==> src/include/quarter_sine_table.svh <==
`ifndef QUARTER_SINE_TABLE_SVH
`define QUARTER_SINE_TABLE_SVH

// round(sin(d) * 2^14), d from 0 to 90 degrees.
localparam trig_pkg::table_word quarter_sine [trig_pkg::quarter_entries] = '{
	16'd0,
	16'd286,
	16'd572,
	16'd857,
	16'd1143,
	16'd1428,
	16'd1713,
	16'd1997,
	16'd2280,
	16'd2563,
	16'd2845,
	16'd3126,
	16'd3406,
	16'd3686,
	16'd3964,
	16'd4240,
	16'd4516,
	16'd4790,
	16'd5063,
	16'd5334,
	16'd5604,
	16'd5872,
	16'd6138,
	16'd6402,
	16'd6664,
	16'd6924,
	16'd7182,
	16'd7438,
	16'd7692,
	16'd7943,
	16'd8192,
	16'd8438,
	16'd8682,
	16'd8923,
	16'd9162,
	16'd9397,
	16'd9630,
	16'd9860,
	16'd10087,
	16'd10311,
	16'd10531,
	16'd10749,
	16'd10963,
	16'd11174,
	16'd11381,
	16'd11585,
	16'd11786,
	16'd11982,
	16'd12176,
	16'd12365,
	16'd12551,
	16'd12733,
	16'd12911,
	16'd13085,
	16'd13255,
	16'd13421,
	16'd13583,
	16'd13741,
	16'd13894,
	16'd14044,
	16'd14189,
	16'd14330,
	16'd14466,
	16'd14598,
	16'd14726,
	16'd14849,
	16'd14968,
	16'd15082,
	16'd15191,
	16'd15296,
	16'd15396,
	16'd15491,
	16'd15582,
	16'd15668,
	16'd15749,
	16'd15826,
	16'd15897,
	16'd15964,
	16'd16026,
	16'd16083,
	16'd16135,
	16'd16182,
	16'd16225,
	16'd16262,
	16'd16294,
	16'd16322,
	16'd16344,
	16'd16362,
	16'd16374,
	16'd16382,
	16'd16384
};

`endif

==> src/hw/trig_pkg.sv <==
package trig_pkg;

	typedef logic [8:0] deg_idx;

	// sign-magnitude, Q1.14 magnitude.
	typedef logic [15:0] table_word;

	typedef logic [1:0] weight_t; // quarter degrees.

	localparam int quarter_entries = 91;
	localparam int table_shift = 18; // Q1.14 magnitude into 32.32.

	// low words at the whole degree, high words one degree up.
	typedef struct packed {
		table_word sin_t0;
		table_word cos_t0;
		table_word sin_t1;
		table_word cos_t1;
		table_word sin_p0;
		table_word cos_p0;
		table_word sin_p1;
		table_word cos_p1;
		weight_t w_theta;
		weight_t w_phi;
	} trig_sample;

endpackage

==> src/hw/sample_buffer.sv <==
`timescale 1ns/1ps

module sample_buffer (
	input  logic                 Clk,
	input  logic                 arst_n,
	input  logic                 s_valid,
	output logic                 s_ready,
	input  trig_pkg::trig_sample sample,
	output logic                 b_valid,
	input  logic                 b_ready,
	output trig_pkg::trig_sample held
);

trig_pkg::trig_sample slots [2];
logic rd_ptr;
logic wr_ptr;
logic [1:0] count;
logic wr_en;
logic rd_en;

assign s_ready = count < 2'd2;
assign b_valid = count != 2'd0;
assign wr_en = s_valid && s_ready;
assign rd_en = b_valid && b_ready;
assign held = slots[rd_ptr];

always_ff @(posedge Clk) begin
	if (wr_en)
		slots[wr_ptr] <= sample;
end

always_ff @(posedge Clk or negedge arst_n) begin
	if (!arst_n) begin
		rd_ptr <= 1'b0;
		wr_ptr <= 1'b0;
		count <= 2'd0;
	end else begin
		if (wr_en)
			wr_ptr <= !wr_ptr;
		if (rd_en)
			rd_ptr <= !rd_ptr;
		count <= count + {1'b0, wr_en} - {1'b0, rd_en};
	end
end

// write when full or read when empty would land here.
a_count_legal: assert property (@(posedge Clk) disable iff (!arst_n) count != 2'd3);

// head entry waits for the consumer.
a_held_stable: assert property (@(posedge Clk) disable iff (!arst_n)
	b_valid && !b_ready |=> b_valid && $stable(held));

endmodule

==> config.mk <==
export PLATFORM = sky130hd
export DESIGN_NAME = sample_buffer
export DESIGN_NICKNAME = d
export VERILOG_FILES = /design/src/include/quarter_sine_table.svh /design/src/hw/trig_pkg.sv /design/src/hw/sample_buffer.sv
export SDC_FILE = /design/constraint.sdc
export NUM_CORES = 1
export LEC_CHECK = 0
export ABC_AREA = 1
export BUFFER_PORTS_ARGS = -buffer_cell sky130_fd_sc_hd__buf_2
export CAP_MARGIN = 30
export CORE_MARGIN = 1.5
export CORE_UTILIZATION = 30
export DETAILED_ROUTE_END_ITERATION = 8
export SKIP_CTS_REPAIR_TIMING = 1
export SYNTH_ARGS = -nofsm -noshare
export SYNTH_HDL_FRONTEND = slang
export SYNTH_SLANG_ARGS = --single-unit
export TNS_END_PERCENT = 20
==> constraint.sdc <==
create_clock -name Clk -period 8.3 [get_ports Clk]
set_clock_uncertainty 0.05 [all_clocks]
set_input_delay 0.83 -clock Clk [delete_from_list [all_inputs] [get_ports Clk]]
set_output_delay 0.83 -clock Clk [all_outputs]
set_load 0.005 [all_outputs]
==> results.md, run 1 <==
* Outcome: completed
* Worst Setup SP: rd_ptr
* Max-cap violation count at 0
* Fmax at 0.248 GHz
* Initial antenna violation count at 5
* Peak VDD IR at 223 µV
* Mapped cell area at 9830 µm²
* RSZ-0062 raised after global routing: false
* Via-to-Cell Ratio at 4.17
* R2R Path Start: count[1]
* Post-synthesis async set-or-reset flop share at 0.0149
* Rows at 66
* Area growth syn-to-layout at 27.4%
* DRT Pass-1 Iters at 4
* WL/cell at 15.0 µm
* Grt ovf at 0
* Largest net degree at the start of global routing at 106
* Iter 0 DRT Violations at 265
* Total design power at 4.32 mW
* Die area at 33900 µm²
* Register area share after synthesis at 0.817
* Worst-Margin Slew at 0.939 ns
* Routability Congestion at 0.712
* YS warnings at 0
* Critical Path End Type: output pin
* Arrival @ worst endpoint at 3.15 ns
* Static leakage at 5.28 nW
* Share of cells above drive strength 1 at 0.313
* HP Class: in -> async
* DIE WIDTH at 184 µm
* Kind of cell adding the most delay to the critical path: buffers and inverters
* Crit Path Max Fanout at 76
* Setup Slack @ Placement at 4.74 ns
* Total Routed Length at 21800 µm
* Worst setup path class: reg -> out
* Final setup violation count at 0
* Core area at 32400 µm²
* Number of global-route vias before repair at 5870
* Final period util at 0.485
* Hpwl dp at 13700 µm
* Cell variety after synth at 15
* Fillers at 3164
* Max-slew violations at 0
* CP bufs+invs at 3
* Global-route wire length before repair at 32000 µm
* Final min period at 4.03 ns
* Syn_nets at 850
* CP startpoint kind: flop
* CP max stage cell: inv_4
* Crit-path cells: inv_4 > buf_4 > nand2_1 > nand2_1 > buf_2
* Die height at 184 µm
* Final hold viol count at 0
* Final Worst Setup Slack at 4.27 ns
* Synthesized flop and latch total at 268
* Via count at 6065
* Total track usage at 0.123
* Routed Antenna Nets at 0
* Boundary pin count at 270
* CTS sink count at 268
* Most frequent cell on the critical path: nand2_1
* PortBufs at 269
* PwrDens at 345 nW/µm²
* Worst-Skew Late Latency at 0.53 ns
* Clock Path Buffers at 3
* Post-layout nets at 1125
* Post-synth top flop: edfxtp_1
* Post-Syn Instances at 713
* CTS tree: yes
* Rel. slew slack at 0.374
* EDFF count, synth at 264
* Initial Util at 0.304
* CP max stage delay at 0.77 ns
* Drc violations at 0
* Num CTS Buffers at 28
* Fin Setup TNS at 0 ns
* Root buffer cell: clkbuf_16
* Worst endpoint required time at 7.42 ns
* H-tree levels at 1
* Post-Syn Area per Cell at 13.8 µm²
* Clock transition at the registers of the reported paths at 0.06 ns
## area by class of cell
| type | instances | area (µm²) | share of cell area |
|---|---|---|---|
| Sequential cell | 268 | 8030 | 0.642 |
| Timing Repair Buffer | 274 | 1400 | 0.112 |
| Inverter | 5 | 21.3 | 0.00170 |
| Clock inverter | 13 | 158 | 0.0126 |
| Antenna cell | 4 | 10.0 | 0.000800 |
| Tap cell | 442 | 553 | 0.0442 |
| Clock buffer | 37 | 756 | 0.0604 |
| Multi-Input combinational cell | 411 | 1590 | 0.127 |
## cells by family after synthesis
logic type,Yosys count,synth area share
XOR/XNOR,3,0.00267
AO/OA/AOI/OAI,1,0.000891
buffers and inverters,34,0.0227
AND/OR/NAND/NOR,406,0.156
flip-flops,268,0.817
adder cells (fa/ha/maj),1,0.00127
## layer usage
metal  share of wire  global-route usage  up-vias
met3           0.067              0.0333       45
li1                -                   -     2978
met1            0.40               0.145     2848
met4           0.034              0.0485        4
met5          0.0015                   0        -
met2            0.50               0.212      190
## placed cells by master (no fill, tap or decap), types with 4 or more instances in the layout
master     synthesis  final
clkinv_1           0      6
buf_2             11    269
diode_2            0      4
clkbuf_16          0     29
bufinv_16          0      4
buf_4             15      4
edfxtp_1         264    264
clkbuf_1           0      8
nand2_1          401    401
inv_1              4      4
## synth_stat cells (2+ instances only)
cell,number,area [µm²]
nand2_1,401,1510
edfxtp_1,264,7930
buf_4,15,113
buf_2,11,55.1
dfrtp_1,4,100
inv_1,4,15.0
buf_6,3,33.8
xor2_1,3,26.3
nor2_1,2,7.51
## sequential cells by signal (all words and copies together), names as in the netlist
name    cells
count       2
slots     264
rd_ptr      1
wr_ptr      1
## worst register-to-register path, cell delays in order, from the launching register on
cell and delay, ns:
dfrtp_1 0.41, inv_1 0.10, nand2_1 0.18, nor2_4 0.25
buf_4 0.74, buf_4 0.86
## metrics by stage
stage,instance area (µm²),util,instances,hold WS [ns]
final,12500,0.387,1454,0.0496
after CTS,12500,0.386,1450,0.0194
after global placement,11600,0.358,1400,0.511
after floorplan,9830,-,713,0.482
after global routing,12500,0.387,1452,0.0242
after detailed placement,11600,0.358,1400,0.527
## final timing paths
check | endpoint | slack, ns | cells after the start
max in group asynchronous | rd_ptr | 8.01 | 1
worst min-delay path | rd_ptr | 0.05 | 1
worst max register to register | slots[0][64] | 5.31 | 5
worst min register to register | count[0] | 0.54 | 1
min in group Clk | slots[0][25] | 0.44 | 1
worst max-delay path | held[52] | 4.27 | 5
## report_power, final
part           internal, mW  switching (mW)
registers              1.81           0.119
logic                 0.414           0.739
clock network         0.758           0.480
Note: power is estimated with default switching activity, not from simulation.
==> run 2, diff against run 1 <==
==> constraint.sdc (replaced) <==
create_clock -name Clk -period 3.3 [get_ports Clk]
set_clock_uncertainty 0.05 [all_clocks]
set_input_delay 0.33 -clock Clk [delete_from_list [all_inputs] [get_ports Clk]]
set_output_delay 0.33 -clock Clk [all_outputs]
set_load 0.005 [all_outputs]
==> run 2 against run 1 <==
Register-to-register slack lost 3.9 ns. Worst setup slack lost 3.4 ns. Via count grew 9.1%. Largest cell class unchanged. Highest routed layer is now met4.
==> results.md, run 2 (synthesis gave the netlist of run 1 again) <==
* Outcome: completed
* Multi-input logic area at 1590 µm² (unchanged)
* DRT Pass-1 Iters at 5 (+1)
* CP startpoint kind: flop
* Worst endpoint required time at 2.92 ns (-4.50 ns)
* CTS tree: yes
* Area growth syn-to-layout at 42.0%
* RSZ-0062 raised after global routing: false
* Peak VDD IR at 540 µV (+140%)
* Worst setup path class: reg -> out
* Total Routed Length at 23000 µm (+5.9%)
* FF+latch area at 8030 µm² (unchanged)
* Final setup violation count at 0 (unchanged)
* R2R Path Start: count[1]
* Die height at 184 µm (unchanged)
* Rel. slew slack at 0.555 (+0.181)
* Clock transition at the registers of the reported paths at 0.06 ns (about the same)
* Core area at 32400 µm² (unchanged)
* Initial Util at 0.304 (unchanged)
* Boundary pin count at 270 (unchanged)
* Grt ovf at 0 (unchanged)
* Crit Path Max Fanout at 39 (-49%)
* Max-cap violation count at 0 (unchanged)
* Clock Path Buffers at 3 (unchanged)
* Worst-Margin Slew at 0.667 ns (-0.272 ns)
* Hpwl dp at 13400 µm (-2.3%)
* Die area at 33900 µm² (unchanged)
* Worst-Skew Late Latency at 0.54 ns (about the same)
* Global-route wire length before repair at 32400 µm (+1.3%)
* Commonest non-fill, non-tap cell in the layout: nand2_1
* Share of cells above drive strength 1 at 0.284 (-0.0298)
* HP Start: b_ready
* Final min period at 2.45 ns
* Routed Antenna Nets at 0 (unchanged)
* Finished Core Util at 0.431 (+0.0443)
* DP Area at 11700 µm² (+0.58%)
* Number of global-route vias before repair at 5860 (-0.17%)
* Post-layout nets at 1263 (+12%)
* Via count at 6616 (+9.1%)
* Arrival @ worst endpoint at 2.07 ns (-1.08 ns)
* Largest net degree at the start of global routing at 133 (+25%)
* Biggest regs: slots x264, count x2
* Routability Congestion at 0.719 (+1.0%)
* Fillers at 2984 (-5.7%)
* Static leakage at 5.89 nW (+12%)
* ANT cells at 0 (-4)
* H-tree levels at 1 (unchanged)
* Rows at 66 (unchanged)
* DIE WIDTH at 184 µm (unchanged)
* Max-slew violations at 0 (unchanged)
* PwrDens at 804 nW/µm² (+130%)
* Num CTS Buffers at 29 (+3.6%)
* Worst Setup SP: rd_ptr
* Critical Path End Type: output pin
* Iter 0 DRT Violations at 343 (+29%)
* WL/cell at 14.5 µm (-3.2%)
* Fin area at 14000 µm² (+11%)
* Most frequent cells in the layout: nand2_1, buf_2, edfxtp_1, dlygate4sd3_1, clkbuf_16
* Fmax at 0.409 GHz
* Via-to-Cell Ratio at 4.16 (-0.31%)
* Max FFs per register at 264 (unchanged)
* Initial antenna violation count at 0 (-5)
* Final period util at 0.742
* Root buffer cell: clkbuf_16
* Total track usage at 0.124 (+0.00142)
* Drc violations at 0 (unchanged)
* Fin Setup TNS at 0 ns (unchanged)
* CTS sink count at 268 (unchanged)
* Largest Register: slots
* PortBufs at 269 (unchanged)
* Final hold viol count at 0 (unchanged)
* HP Class: in -> reg
==> run 2: power breakdown <==
group	internal [mW]	leakage [nW]	total [mW]	switching, mW
logic	1.20	2.93	3.25	2.05
registers	4.55	2.49	4.72	0.162
clock network	1.97	0.469	3.25	1.28
==> run 2: final cells by class <==
type | count | share of cell area
flip-flops and latches | 268 | 0.576
well taps | 442 | 0.0396
inverters | 5 | 0.00152
clock inverters | 16 | 0.0129
multi-input cells | 411 | 0.114
repair buffers | 411 | 0.200
clock buffers | 38 | 0.0559
==> run 2: metal layers <==
metal	up-vias	global-route usage	wire, µm
met5	-	0	0
met4	0	0.0446	577
met3	43	0.0329	1470
met2	216	0.214	11800
met1	3109	0.150	9220
li1	3248	-	-
==> run 2: worst paths after layout <==
check	endpoint	slack (ns)	cells past startpoint
max in group asynchronous	rd_ptr	2.93	2
worst min-delay path	rd_ptr	0.06	3
worst min register to register	count[0]	0.52	1
min in group asynchronous	count[0]	0.12	2
worst max-delay path	held[60]	0.85	5
worst max register to register	slots[1][72]	1.41	4
==> run 2: worst max-delay path: stages (launching register included) <==
cell	delay, ns
dfrtp_4	0.50
inv_4	0.37
buf_4	0.36
nand2_1	0.08
nand2_1	0.08
buf_2	0.13
==> run 2: through the flow <==
step | power (mW) | hold WS (ns) | worst slack, ns | instances
2_1_floorplan | 6.58 | -0.0156 | -1.27 | 713
3_3_place_gp | 7.96 | 0.0948 | 1.38 | 1404
3_5_place_dp | 7.99 | 0.0982 | 1.38 | 1404
4_1_cts | 11.3 | -0.491 | 0.784 | 1458
5_1_grt | 11.9 | 0.0579 | 0.678 | 1591
6_report | 11.2 | 0.0554 | 0.852 | 1591
==> run 3, diff against run 2 <==
==> constraint.sdc (replaced) <==
create_clock -name Clk -period 2.3 [get_ports Clk]
set_clock_uncertainty 0.05 [all_clocks]
set_input_delay 0.23 -clock Clk [delete_from_list [all_inputs] [get_ports Clk]]
set_output_delay 0.23 -clock Clk [all_outputs]
set_load 0.005 [all_outputs]
==> run 3 against run 2 <==
Register-to-register slack got worse by 0.77 ns. Highest routed layer unchanged. Utilization grew 0.22 points. Count of clock-buffer cells in the layout is 7 lower. Critical path type unchanged. Via count fell by 0.50%. Final cell count is essentially flat.
==> results.md, run 3 (synthesis gave the netlist of run 1 again) <==
* Internal reg-to-reg setup slack at 0.64 ns (-0.77 ns)
* Post-layout nets at 1271 (+0.63%)
* DRT Pass-1 Iters at 4 (-1)
* Drc violations at 0 (unchanged)
* PwrDens at 1140 nW/µm² (+41%)
* CTS sink count at 268 (unchanged)
* PortBufs at 269 (unchanged)
* Final hold viol count at 0 (unchanged)
* Most frequent cells in the layout: nand2_1, buf_2, edfxtp_1, dlygate4sd3_1, clkbuf_16
* ANT cells at 0 (unchanged)
* Clock Path Buffers at 3 (unchanged)
* Largest Register: slots
* Arrival @ worst endpoint at 1.86 ns (-0.21 ns)
* Max FFs per register at 264 (unchanged)
* Largest net degree at the start of global routing at 70 (-47%)
* Setup Slack @ Placement at 0.541 ns (-0.839 ns)
* Final period util at 0.929
* Share of cells above drive strength 1 at 0.291 (+0.00758)
* DIE WIDTH at 184 µm (unchanged)
* Routability Congestion at 0.768 (+6.7%)
* Total Routed Length at 22800 µm (-0.96%)
* WL/cell at 14.3 µm (-1.0%)
* Rel. slew slack at 0.717 (+0.162)
* Commonest non-fill, non-tap cell in the layout: nand2_1
* Rows at 66 (unchanged)
* Worst-Margin Slew at 0.424 ns (-0.243 ns)
* CP max stage cell: dfrtp_4
* Crit-path cells: clkinv_8 > buf_4 > nand2_1 > nand2_1 > buf_2
* Iter 0 DRT Violations at 383 (+12%)
* Worst setup path class: reg -> out
* DP Area at 11800 µm² (+0.88%)
* Fin area at 14000 µm² (+0.50%)
* Biggest regs: slots x264, count x2
* Number of global-route vias before repair at 5845 (-0.26%)
* Via count at 6583 (-0.50%)
* Initial antenna violation count at 0 (unchanged)
* Clock transition at the registers of the reported paths at 0.06 ns (about the same)
* Fmax at 0.468 GHz
* Routed Antenna Nets at 0 (unchanged)
* CP max stage delay at 0.58 ns (+0.08 ns)
* Die area at 33900 µm² (unchanged)
* CTS tree: yes
* Worst endpoint required time at 2.02 ns (-0.90 ns)
* Grt ovf at 0 (unchanged)
* Initial Util at 0.304 (unchanged)
* CP startpoint kind: flop
* Num CTS Buffers at 28 (-3.4%)
* Root buffer cell: clkbuf_16
* Core area at 32400 µm² (unchanged)
* Max-cap violation count at 0 (unchanged)
* Final setup violation count at 0 (unchanged)
* Area growth syn-to-layout at 42.7%
* Boundary pin count at 270 (unchanged)
* Most frequent cell on the critical path: nand2_1
* Die height at 184 µm (unchanged)
* Total track usage at 0.121 (-0.00304)
* Static leakage at 5.92 nW (+0.54%)
* H-tree levels at 1 (unchanged)
* Max-slew violations at 0 (unchanged)
* Hpwl dp at 13800 µm (+3.0%)
* Final Worst Setup Slack at 0.162 ns (-0.690 ns)
* Via-to-Cell Ratio at 4.14 (-0.56%)
* Crit Path Max Fanout at 23 (-41%)
* Final min period at 2.14 ns
* Worst-Skew Late Latency at 0.55 ns (about the same)
* Peak VDD IR at 685 µV (+27%)
* Critical Path End Type: output pin
* Outcome: completed
* RSZ-0062 raised after global routing: false
* Global-route wire length before repair at 31800 µm (-1.9%)
* HP Class: in -> reg
==> run 3: cell count changes in the layout (fill, tap and decap cells not counted), sizes merged <==
cell | before | now
buf | 278 | 284
bufinv | 4 | 2
clkbuf | 38 | 31
clkinv | 10 | 13
dlygate4sd3 | 133 | 136
inv | 6 | 4
==> run 3: critical path: cells and delay by family (launching register included) <==
kind	cells	cell delay, ns
simple gates	2	0.15
flops	1	0.58
buf+inv	3	0.57
==> run 3: cell type report <==
type                       count  area [µm²]
multi-input combinational    411        1600
timing repair buffer         420        2920
clock buffer                  31         732
clock inverter                15         151
sequential                   268        8030
inverter                       5        31.3
tap                          442         553
fill                        3011       18300
==> run 3: power breakdown <==
| group | leakage (nW) | internal (mW) | switching, mW |
|---|---|---|---|
| Combinational | 3.00 | 1.88 | 2.93 |
| Sequential | 2.49 | 6.53 | 0.293 |
| Clock | 0.437 | 2.50 | 1.82 |
==> run 3: metrics by stage <==
stage          cells  total power, mW  hold WS [ns]  setup TNS (ns)  utilization
4_1_cts         1456             16.0        -0.599          -0.600        0.391
5_1_grt         1592             16.9         0.344               0        0.433
6_report        1592             15.9         0.354               0        0.433
3_5_place_dp    1410             11.6      -0.00379               0        0.363
2_1_floorplan    713             9.40        -0.116         -185.31            -
3_3_place_gp    1410             11.6      -0.00158               0        0.363
==> run 3: metal layers <==
| layer | wire length (µm) | share of wire | global-route usage |
|---|---|---|---|
| met1 | 9620 | 0.42 | 0.150 |
| met2 | 11400 | 0.50 | 0.206 |
| met3 | 1150 | 0.051 | 0.0309 |
| met4 | 644 | 0.028 | 0.0416 |
| met5 | 0 | 0 | 0 |
==> run 3: worst paths after layout <==
kind,end,cells after the start,startpoint
worst min register to register,count[0],1,count[0]
worst min-delay path,slots[1][86],2,sample[86]
worst max register to register,slots[0][48],4,count[1]
min in group asynchronous,count[0],3,arst_n
max in group asynchronous,rd_ptr,3,arst_n
worst max-delay path,held[130],5,rd_ptr
